===== src/mem_cache_pkg.sv =====
`default_nettype none

package mem_cache_pkg;

  // data path
  localparam int data_width_c = 64;
  localparam int data_bytes_c = data_width_c / 8;
  localparam int addr_width_c = 32;

  // cache geometry, single bank with 32-byte blocks
  localparam int sets_c = 16;
  localparam int assoc_c = 2;
  localparam int block_offset_width_c = 5;
  localparam int tag_blocks_c = sets_c * assoc_c;
  localparam int tag_index_width_c = $clog2(tag_blocks_c);
  localparam int init_cnt_width_c = tag_index_width_c + 1;

  // header queue
  localparam int hdr_fifo_depth_c = 4;
  localparam int hdr_ptr_width_c = $clog2(hdr_fifo_depth_c);
  localparam int hdr_cnt_width_c = hdr_ptr_width_c + 1;

  typedef logic [data_width_c-1:0] data_t;
  typedef logic [data_bytes_c-1:0] mask_t;
  typedef logic [addr_width_c-1:0] addr_t;

  typedef enum logic {
    e_mem_rd = 1'b0,
    e_mem_wr = 1'b1
  } msg_type_e;

  // log2 of the access size in bytes
  typedef enum logic [1:0] {
    e_size_1 = 2'd0,
    e_size_2 = 2'd1,
    e_size_4 = 2'd2,
    e_size_8 = 2'd3
  } msg_size_e;

  // codes match the cache's own opcode table
  typedef enum logic [4:0] {
    LD    = 5'd3,
    LBU   = 5'd4,
    LHU   = 5'd5,
    LWU   = 5'd6,
    SB    = 5'd8,
    SH    = 5'd9,
    SW    = 5'd10,
    SD    = 5'd11,
    TAGST = 5'd16
  } cache_opcode_e;

  typedef struct packed {
    msg_type_e msg_type;
    msg_size_e size;
    addr_t     addr;
  } mem_hdr_s;

  // copy the low slice of the given size into every lane of the word
  function automatic data_t replicate_slice(data_t d, msg_size_e size);
    data_t r;
    case (size)
      e_size_1: r = {(data_width_c/8){d[7:0]}};
      e_size_2: r = {(data_width_c/16){d[15:0]}};
      e_size_4: r = {(data_width_c/32){d[31:0]}};
      default:  r = d;
    endcase
    return r;
  endfunction

endpackage

`default_nettype wire


===== src/cache_req_if.sv =====
`timescale 1ns/1ns
`default_nettype none

interface cache_req_if;

  import mem_cache_pkg::*;

  cache_opcode_e opcode;
  addr_t         addr;
  data_t         data;
  mask_t         mask;
  logic          v;
  // transfer when v and ready are both high
  logic          ready;

  modport src
    (output opcode, addr, data, mask, v
    , input ready
    );

  modport dst
    (input opcode, addr, data, mask, v
    , output ready
    );

endinterface

`default_nettype wire


===== src/resp_hdr_if.sv =====
`timescale 1ns/1ns
`default_nettype none

interface resp_hdr_if;

  import mem_cache_pkg::*;

  // head of the queue
  mem_hdr_s hdr;
  logic     v;
  // pops the head, only while v is high
  logic     yumi;

  modport prod
    (output hdr, v
    , input yumi
    );

  modport cons
    (input hdr, v
    , output yumi
    );

endinterface

`default_nettype wire


===== src/cmd_decode.sv =====
`timescale 1ns/1ns
`default_nettype none

module cmd_decode
  (input  mem_cache_pkg::mem_hdr_s mem_cmd_hdr_i
  , input  mem_cache_pkg::data_t    mem_cmd_data_i
  , input  logic                    mem_cmd_v_i
  , output logic                    mem_cmd_ready_and_o
  , input  logic                    init_pkt_v_i
  , input  mem_cache_pkg::addr_t    init_pkt_addr_i
  , output logic                    init_pkt_ready_o
  , input  logic                    init_done_i
  , output logic                    hdr_push_o
  , input  logic                    hdr_full_i
  , cache_req_if.src                cache_req
  );

  import mem_cache_pkg::*;

  cache_opcode_e cmd_opcode;
  mask_t         cmd_mask;
  data_t         cmd_data;
  logic          cmd_pkt_v;

  // loads always use the zero-extending opcodes
  always_comb
  begin
    if (mem_cmd_hdr_i.msg_type == e_mem_wr)
    begin
      case (mem_cmd_hdr_i.size)
        e_size_1: cmd_opcode = SB;
        e_size_2: cmd_opcode = SH;
        e_size_4: cmd_opcode = SW;
        default:  cmd_opcode = SD;
      endcase
    end
    else
    begin
      case (mem_cmd_hdr_i.size)
        e_size_1: cmd_opcode = LBU;
        e_size_2: cmd_opcode = LHU;
        e_size_4: cmd_opcode = LWU;
        default:  cmd_opcode = LD;
      endcase
    end
  end

  // byte lanes touched by the access, size aligned
  always_comb
  begin
    case (mem_cmd_hdr_i.size)
      e_size_1: cmd_mask = 8'h01 << mem_cmd_hdr_i.addr[2:0];
      e_size_2: cmd_mask = 8'h03 << {mem_cmd_hdr_i.addr[2:1], 1'b0};
      e_size_4: cmd_mask = 8'h0f << {mem_cmd_hdr_i.addr[2], 2'b00};
      default:  cmd_mask = '1;
    endcase
  end

  // write data lands in whichever lane the mask picks
  assign cmd_data = replicate_slice(mem_cmd_data_i, mem_cmd_hdr_i.size);

  // a packet needs a free header slot, independent of ready
  assign cmd_pkt_v           = mem_cmd_v_i & init_done_i & ~hdr_full_i;
  assign mem_cmd_ready_and_o = init_done_i & ~hdr_full_i & cache_req.ready;
  assign hdr_push_o          = mem_cmd_v_i & mem_cmd_ready_and_o;
  assign init_pkt_ready_o    = ~init_done_i & cache_req.ready;

  always_comb
  begin
    if (init_done_i)
    begin
      cache_req.opcode = cmd_opcode;
      cache_req.addr   = mem_cmd_hdr_i.addr;
      cache_req.data   = cmd_data;
      cache_req.mask   = cmd_mask;
      cache_req.v      = cmd_pkt_v;
    end
    else
    begin
      // tag clear phase, stores of zero tags
      cache_req.opcode = TAGST;
      cache_req.addr   = init_pkt_addr_i;
      cache_req.data   = '0;
      cache_req.mask   = '0;
      cache_req.v      = init_pkt_v_i;
    end
  end

endmodule

`default_nettype wire


===== src/mem_to_cache.sv =====
`timescale 1ns/1ns
`default_nettype none

module mem_to_cache
  (input  logic                         clk_i
  , input  logic                         reset_i
  , input  mem_cache_pkg::msg_type_e     mem_cmd_type_i
  , input  mem_cache_pkg::msg_size_e     mem_cmd_size_i
  , input  mem_cache_pkg::addr_t         mem_cmd_addr_i
  , input  mem_cache_pkg::data_t         mem_cmd_data_i
  , input  logic                         mem_cmd_v_i
  , output logic                         mem_cmd_ready_and_o
  , output mem_cache_pkg::msg_type_e     mem_resp_type_o
  , output mem_cache_pkg::msg_size_e     mem_resp_size_o
  , output mem_cache_pkg::addr_t         mem_resp_addr_o
  , output mem_cache_pkg::data_t         mem_resp_data_o
  , output logic                         mem_resp_v_o
  , input  logic                         mem_resp_ready_and_i
  , output mem_cache_pkg::cache_opcode_e cache_pkt_opcode_o
  , output mem_cache_pkg::addr_t         cache_pkt_addr_o
  , output mem_cache_pkg::data_t         cache_pkt_data_o
  , output mem_cache_pkg::mask_t         cache_pkt_mask_o
  , output logic                         cache_pkt_v_o
  , input  logic                         cache_pkt_ready_and_i
  , input  mem_cache_pkg::data_t         cache_data_i
  , input  logic                         cache_data_v_i
  , output logic                         cache_data_yumi_o
  );

  import mem_cache_pkg::*;

  mem_hdr_s cmd_hdr;
  mem_hdr_s resp_hdr;
  addr_t    init_pkt_addr;
  logic     init_pkt_v;
  logic     init_pkt_ready;
  logic     init_ack;
  logic     init_done;
  logic     hdr_push;
  logic     hdr_full;

  cache_req_if cache_req ();
  resp_hdr_if  hdr_q ();

  assign cmd_hdr = '{msg_type: mem_cmd_type_i, size: mem_cmd_size_i, addr: mem_cmd_addr_i};

  assign mem_resp_type_o = resp_hdr.msg_type;
  assign mem_resp_size_o = resp_hdr.size;
  assign mem_resp_addr_o = resp_hdr.addr;

  // cache request out to plain ports
  assign cache_pkt_opcode_o = cache_req.opcode;
  assign cache_pkt_addr_o   = cache_req.addr;
  assign cache_pkt_data_o   = cache_req.data;
  assign cache_pkt_mask_o   = cache_req.mask;
  assign cache_pkt_v_o      = cache_req.v;
  assign cache_req.ready    = cache_pkt_ready_and_i;

  tag_init_seq i_tag_init
    (.clk_i(clk_i)
    , .reset_i(reset_i)
    , .init_pkt_v_o(init_pkt_v)
    , .init_pkt_addr_o(init_pkt_addr)
    , .init_pkt_ready_i(init_pkt_ready)
    , .init_ack_i(init_ack)
    , .init_done_o(init_done)
    );

  cmd_decode i_cmd_decode
    (.mem_cmd_hdr_i(cmd_hdr)
    , .mem_cmd_data_i(mem_cmd_data_i)
    , .mem_cmd_v_i(mem_cmd_v_i)
    , .mem_cmd_ready_and_o(mem_cmd_ready_and_o)
    , .init_pkt_v_i(init_pkt_v)
    , .init_pkt_addr_i(init_pkt_addr)
    , .init_pkt_ready_o(init_pkt_ready)
    , .init_done_i(init_done)
    , .hdr_push_o(hdr_push)
    , .hdr_full_i(hdr_full)
    , .cache_req(cache_req.src)
    );

  resp_hdr_fifo i_hdr_fifo
    (.clk_i(clk_i)
    , .reset_i(reset_i)
    , .push_i(hdr_push)
    , .hdr_i(cmd_hdr)
    , .full_o(hdr_full)
    , .q(hdr_q.prod)
    );

  resp_pack i_resp_pack
    (.q(hdr_q.cons)
    , .init_done_i(init_done)
    , .cache_data_i(cache_data_i)
    , .cache_data_v_i(cache_data_v_i)
    , .cache_data_yumi_o(cache_data_yumi_o)
    , .init_ack_o(init_ack)
    , .mem_resp_hdr_o(resp_hdr)
    , .mem_resp_data_o(mem_resp_data_o)
    , .mem_resp_v_o(mem_resp_v_o)
    , .mem_resp_ready_and_i(mem_resp_ready_and_i)
    );

endmodule

`default_nettype wire


===== src/resp_hdr_fifo.sv =====
`timescale 1ns/1ns
`default_nettype none

module resp_hdr_fifo
  (input  logic                    clk_i
  , input  logic                    reset_i
  , input  logic                    push_i
  , input  mem_cache_pkg::mem_hdr_s hdr_i
  , output logic                    full_o
  , resp_hdr_if.prod                q
  );

  import mem_cache_pkg::*;

  mem_hdr_s mem_r [hdr_fifo_depth_c];
  logic [hdr_ptr_width_c-1:0] wr_ptr_r;
  logic [hdr_ptr_width_c-1:0] rd_ptr_r;
  logic [hdr_cnt_width_c-1:0] count_r;
  logic pop;

  assign pop    = q.yumi;
  assign full_o = (count_r == hdr_cnt_width_c'(hdr_fifo_depth_c));
  assign q.v    = (count_r != '0);
  assign q.hdr  = mem_r[rd_ptr_r];

  always_ff @(posedge clk_i)
  begin
    if (push_i)
      mem_r[wr_ptr_r] <= hdr_i;
  end

  // pointers wrap naturally, depth is a power of two
  always_ff @(posedge clk_i)
  begin
    if (reset_i)
    begin
      wr_ptr_r <= '0;
      rd_ptr_r <= '0;
      count_r  <= '0;
    end
    else
    begin
      if (push_i)
        wr_ptr_r <= wr_ptr_r + 1'b1;
      if (pop)
        rd_ptr_r <= rd_ptr_r + 1'b1;
      case ({push_i, pop})
        2'b10:   count_r <= count_r + 1'b1;
        2'b01:   count_r <= count_r - 1'b1;
        default: count_r <= count_r;
      endcase
    end
  end

endmodule

`default_nettype wire


===== src/resp_pack.sv =====
`timescale 1ns/1ns
`default_nettype none

module resp_pack
  (resp_hdr_if.cons                 q
  , input  logic                    init_done_i
  , input  mem_cache_pkg::data_t    cache_data_i
  , input  logic                    cache_data_v_i
  , output logic                    cache_data_yumi_o
  , output logic                    init_ack_o
  , output mem_cache_pkg::mem_hdr_s mem_resp_hdr_o
  , output mem_cache_pkg::data_t    mem_resp_data_o
  , output logic                    mem_resp_v_o
  , input  logic                    mem_resp_ready_and_i
  );

  import mem_cache_pkg::*;

  logic resp_fire;

  // during tag clear every beat is an ack and never a response
  assign init_ack_o = ~init_done_i & cache_data_v_i;

  // cache answers in order, so the head header owns the beat
  assign mem_resp_v_o = init_done_i & q.v & cache_data_v_i;
  assign resp_fire    = mem_resp_v_o & mem_resp_ready_and_i;
  assign q.yumi       = resp_fire;

  assign cache_data_yumi_o = init_ack_o | resp_fire;

  assign mem_resp_hdr_o = q.hdr;
  // loads come back lsb aligned, stores come back as zeros
  assign mem_resp_data_o = replicate_slice(cache_data_i, q.hdr.size);

endmodule

`default_nettype wire


===== src/tag_init_seq.sv =====
`timescale 1ns/1ns
`default_nettype none

module tag_init_seq
  (input  logic                  clk_i
  , input  logic                  reset_i
  , output logic                  init_pkt_v_o
  , output mem_cache_pkg::addr_t  init_pkt_addr_o
  , input  logic                  init_pkt_ready_i
  , input  logic                  init_ack_i
  , output logic                  init_done_o
  );

  import mem_cache_pkg::*;

  typedef enum logic [1:0] {e_reset, e_clear, e_ready} state_e;

  state_e state_r, state_n;
  logic [init_cnt_width_c-1:0] sent_r, sent_n;
  logic [init_cnt_width_c-1:0] acked_r, acked_n;
  logic all_sent;
  logic all_acked;

  assign all_sent  = (sent_r == init_cnt_width_c'(tag_blocks_c));
  assign all_acked = (acked_r == init_cnt_width_c'(tag_blocks_c));

  // one tag store per set and way, block aligned
  assign init_pkt_v_o    = (state_r == e_clear) & ~all_sent;
  assign init_pkt_addr_o = addr_t'(sent_r[tag_index_width_c-1:0]) << block_offset_width_c;
  assign init_done_o     = (state_r == e_ready);

  always_comb
  begin
    state_n = state_r;
    sent_n  = sent_r;
    acked_n = acked_r;
    case (state_r)
      e_reset:
        state_n = e_clear;
      e_clear:
      begin
        if (init_pkt_v_o && init_pkt_ready_i)
          sent_n = sent_r + 1'b1;
        if (init_ack_i)
          acked_n = acked_r + 1'b1;
        // leave only once every store is out and answered
        if (all_sent && all_acked)
          state_n = e_ready;
      end
      default:
        state_n = state_r;
    endcase
  end

  always_ff @(posedge clk_i)
  begin
    if (reset_i)
    begin
      state_r <= e_reset;
      sent_r  <= '0;
      acked_r <= '0;
    end
    else
    begin
      state_r <= state_n;
      sent_r  <= sent_n;
      acked_r <= acked_n;
    end
  end

endmodule

`default_nettype wire


===== config.mk =====
export PLATFORM = sky130hd
export DESIGN_NAME = mem_to_cache
export DESIGN_NICKNAME = d
export VERILOG_FILES = /design/src/mem_cache_pkg.sv /design/src/cache_req_if.sv /design/src/resp_hdr_if.sv /design/src/cmd_decode.sv /design/src/mem_to_cache.sv /design/src/resp_hdr_fifo.sv /design/src/resp_pack.sv /design/src/tag_init_seq.sv
export SDC_FILE = /design/constraint.sdc
export NUM_CORES = 1
export LEC_CHECK = 0
export ABC_AREA = 1
export BUFFER_PORTS_ARGS = -buffer_cell sky130_fd_sc_hd__buf_2
export CAP_MARGIN = 20
export CORE_MARGIN = 10
export CORE_UTILIZATION = 44
export DETAILED_ROUTE_END_ITERATION = 16
export PLACE_DENSITY = 0.78
export SLEW_MARGIN = 20
export SYNTH_ARGS = -nofsm -noshare
export SYNTH_HDL_FRONTEND = slang
export SYNTH_SLANG_ARGS = --single-unit

===== constraint.sdc =====
create_clock -name clk_i -period 2.9 [get_ports clk_i]
set_clock_uncertainty 0.05 [all_clocks]
set_input_delay 0.58 -clock clk_i [delete_from_list [all_inputs] [get_ports clk_i]]
set_output_delay 0.58 -clock clk_i [all_outputs]
set_load 0.005 [all_outputs]

==> run_results.csv <==
group,metric,value,unit
setup_path,cpLargestDelayFamily,"simple AND/OR/NAND/NOR gates",
setup_path,critical_path.most_common_cell,"nand2_1",
timing,timing.hold.ws,0.3419,ns
setup_path,rrSetupSlack,0.67,ns
power,ir_worst_vdd,0.0003912,V
power,p_comb_share,7.6,%
floorplanning,fp.dieArea,25790,µm²
yosys,ys_seq_elements,163,
yosys,synth_cells,1047,
global_routing,grt_usage,22.98,%
yosys,synth_top_area_share,48.34,%
timing,tns,0,ns
floorplanning,ios,381,
timing,setup_violations,0,
timing,final-max-slew-violation-count,0,
worst_hold_path,hold_class,"in2reg",
route,drc,0,
timing,max_freq,363.5,MHz
cts,post_cts_buffers,0,
cts,clk_pin_slew,0.07,ns
timing,finalCriticalPeriod,2.751,ns
global_routing,grt-ovfl-total,0,
run_status,status,"finished, final reports clean",
final_layout,final_nets,1587,
floorplanning,rows,51,
route,drt-initial-drc-count,868,
yosys,yosysWarnings,0,
floorplanning,die_x,160.6,µm
setup_path,cp_max_fo,18,
cts,clock-sinks,163,
power,seq_power_share,50.2,%
setup_path,startpoint_type,"flop",
yosys,ys_seq_area_share,53.63,%
cts,tritoncts,"built",
cts,postCtsHoldBufs,0,
setup_path,worst_ep_arrival_time,2.12,ns
timing,max-slew-margin-rel,55.65,%
global_routing,antenna_found_initial,1,
cts,cts.repair.resized,0,
cts,root_buffer,"clkbuf_16",
yosys,synth_top_area_cell,"edfxtp_1",
timing,rsz0062_at_grt,"false",
power,switching_power,1.166,mW
setup_path,end_kind,"output pin",
yosys,ys_types,31,
route,antenna_left,0,
power,p_total,5.077,mW
setup_path,cp_num_buf_inv,2,
route,drt-total-wl,30920,µm
flow_run,maxCapViolCount,0,
power,p_leak,5.459,nW
placement,hpwl,23490,µm
final_layout,areaGrowthSynthToFinish,31.68,%
setup_path,critical_path_class,"reg2out",
setup_path,crit_slowest_cell,"dfxtp_2",
setup_path,path_cells,"inv_4 -> nand2_1 -> nand2_1 -> nand2_1 -> nand2_2 -> nand2_1 -> nand2_2 -> nand2_1 -> nand3_1 -> buf_2",
route,routedWlPerCell,18.33,µm
yosys,netlist_area,8697,µm²
cts,htreeDepth,4,
placement,numPortBuffers,380,
route,via_per_inst,5.232,
final_layout,drive_above_1_share,31.74,%
cts,cts_buffers,17,
power,pwr-share-clk,42.2,%
power,power_density,443.3,nW/µm²
setup_path,required,2.27,ns
yosys,syn_area_per_cell,8.307,µm²
floorplanning,core,19460,µm²
cts,clk_path_buf_depth,2,
placement,placed_cell_area,10860,µm²
timing,fin_crit_sh,94.86,%
placement,gp_congestion,0.9801,
cts,clk_latency,0.42,ns
global_routing,grt_start_max_net_pins,67,
floorplanning,die_height,160.6,µm
floorplanning,initial_core_util,44.69,%
final_layout,postLayoutCoreUtil,58.84,%
global_routing,grt_pass1_vias,8535,
yosys,synth_area_leaders,"edfxtp_1, nor2_1, nand2_1",
timing,hold_violations,0,
final_layout,fin_area,11450,µm²
global_routing,grt_pass1_wl,47470,µm
setup_path,cpPeakStageDelay,0.44,ns
route,dr.pass1.iters,5,
power,switching_share,22.97,%
route,vias,8827,
timing,worst_slew_pin_slew,0.6652,ns
yosys,syn-num-nets,1226,
power,intPower,3.910,mW
## metal layers
metal / part of all wire, % / up-vias / routed length (µm) / track usage [%]
met5: 0.061 / - / 19 / 0
met1: 41 / 4130 / 12540 / 28.22
met2: 49 / 414 / 15100 / 38.43
li1: - / 4238 / - / -
met3: 8.7 / 43 / 2675 / 6.953
met4: 1.9 / 2 / 591 / 6.135
## placed cells by master (no fill, tap or decap), types with 3 or more instances in the layout
master      instances
buf_12              4
xor2_1              4
ha_1                9
inv_6               6
a21oi_1            40
nand3_1            65
nor3_1              7
clkinvlp_4          3
nor2_1            213
clkbuf_16          17
dfxtp_1            22
o211ai_1           12
buf_2             380
o22ai_1            41
nor2_4              5
o21ai_0            96
nand2_1           202
nand2_2             4
nand4_1            15
inv_1              94
edfxtp_1          140
buf_4              18
clkinv_1            3
## registers in the layout, indices dropped and copies added, names as in the netlist, named ones only
| name | count |
|---|---|
| i_hdr_fifo.count_r | 3 |
| i_hdr_fifo.mem_r | 140 |
| i_hdr_fifo.rd_ptr_r | 2 |
| i_hdr_fifo.wr_ptr_r | 2 |
| i_tag_init.acked_r | 6 |
| i_tag_init.sent_r | 6 |
| i_tag_init.state_r | 2 |
## per-stage QoR
stage / setup WS, ns / cells
finish: 0.1490 / 1687
floorplan: 0.08723 / 1047
CTS: 0.04192 / 1686
detailed placement: 0.3920 / 1654
global route: 0.001896 / 1686
global placement: 0.3932 / 1654
## cell families (layout without fill, tap and decap cells)
logic type / count (synthesis) / in the layout / share of synthesized area, %
AOI/OAI and AO/OA: 195 / 195 / 12.33
adders and majority gates: 10 / 10 / 1.525
buffers and inverters: 159 / 533 / 7.985
DFF: 163 / 163 / 53.63
other: 0 / 1 / 0
xor gates and xnor gates: 4 / 4 / 0.4028
and+or+nand+nor: 516 / 516 / 24.13
## cells in the mapped netlist, drive strengths merged
library cell and instances:
a211oi 2, a21oi 40, a31oi 2, buf 38
clkbuf 23, clkinv 2, dfxtp 23, edfxtp 140
fa 1, ha 9, inv 96, nand2 208
nand3 66, nand4 15, nor2 220, nor3 7
o211ai 12, o21ai 96, o221ai 2, o22ai 41
xor2 4
## worst reg2reg max path: cells and delay by family, from the launching register on
kind,cells,cell delay (ns)
buffers and inverters,3,0.83
AND/OR/NAND/NOR,3,0.68
flip-flops,1,0.36
## worst paths after layout
kind / from / to / cells past startpoint
min reg2reg: i_tag_init.sent_r[5] / i_tag_init.sent_r[5] / 2
min: mem_cmd_addr_i[3] / i_hdr_fifo.mem_r[3][3] / 1
max reg2reg: i_tag_init.state_r[1] / i_hdr_fifo.mem_r[2][28] / 6
max: flop / mem_resp_data_o[47] / 10
## layout make-up
type                    instances  area (µm²)
fillers                      1720        8010
flip-flops and latches        163        4666
multi-input cells             725        3378
repair buffers                403        2132
clock buffers                  17       425.4
inverters                      98       370.4
well taps                     265       331.6
clock inverters                15       146.4
diodes                          1       2.502
## power groups by stage
stage	clock, mW	sequential, mW	combinational (mW)
2_1_floorplan	0	2.60	0.148
3_3_place_gp	0	2.60	0.377
3_5_place_dp	0	2.60	0.382
4_1_cts	2.17	2.55	0.384
5_1_grt	2.28	2.55	0.430
6_report	2.14	2.55	0.388
Note: power is estimated with default switching activity, not from simulation.
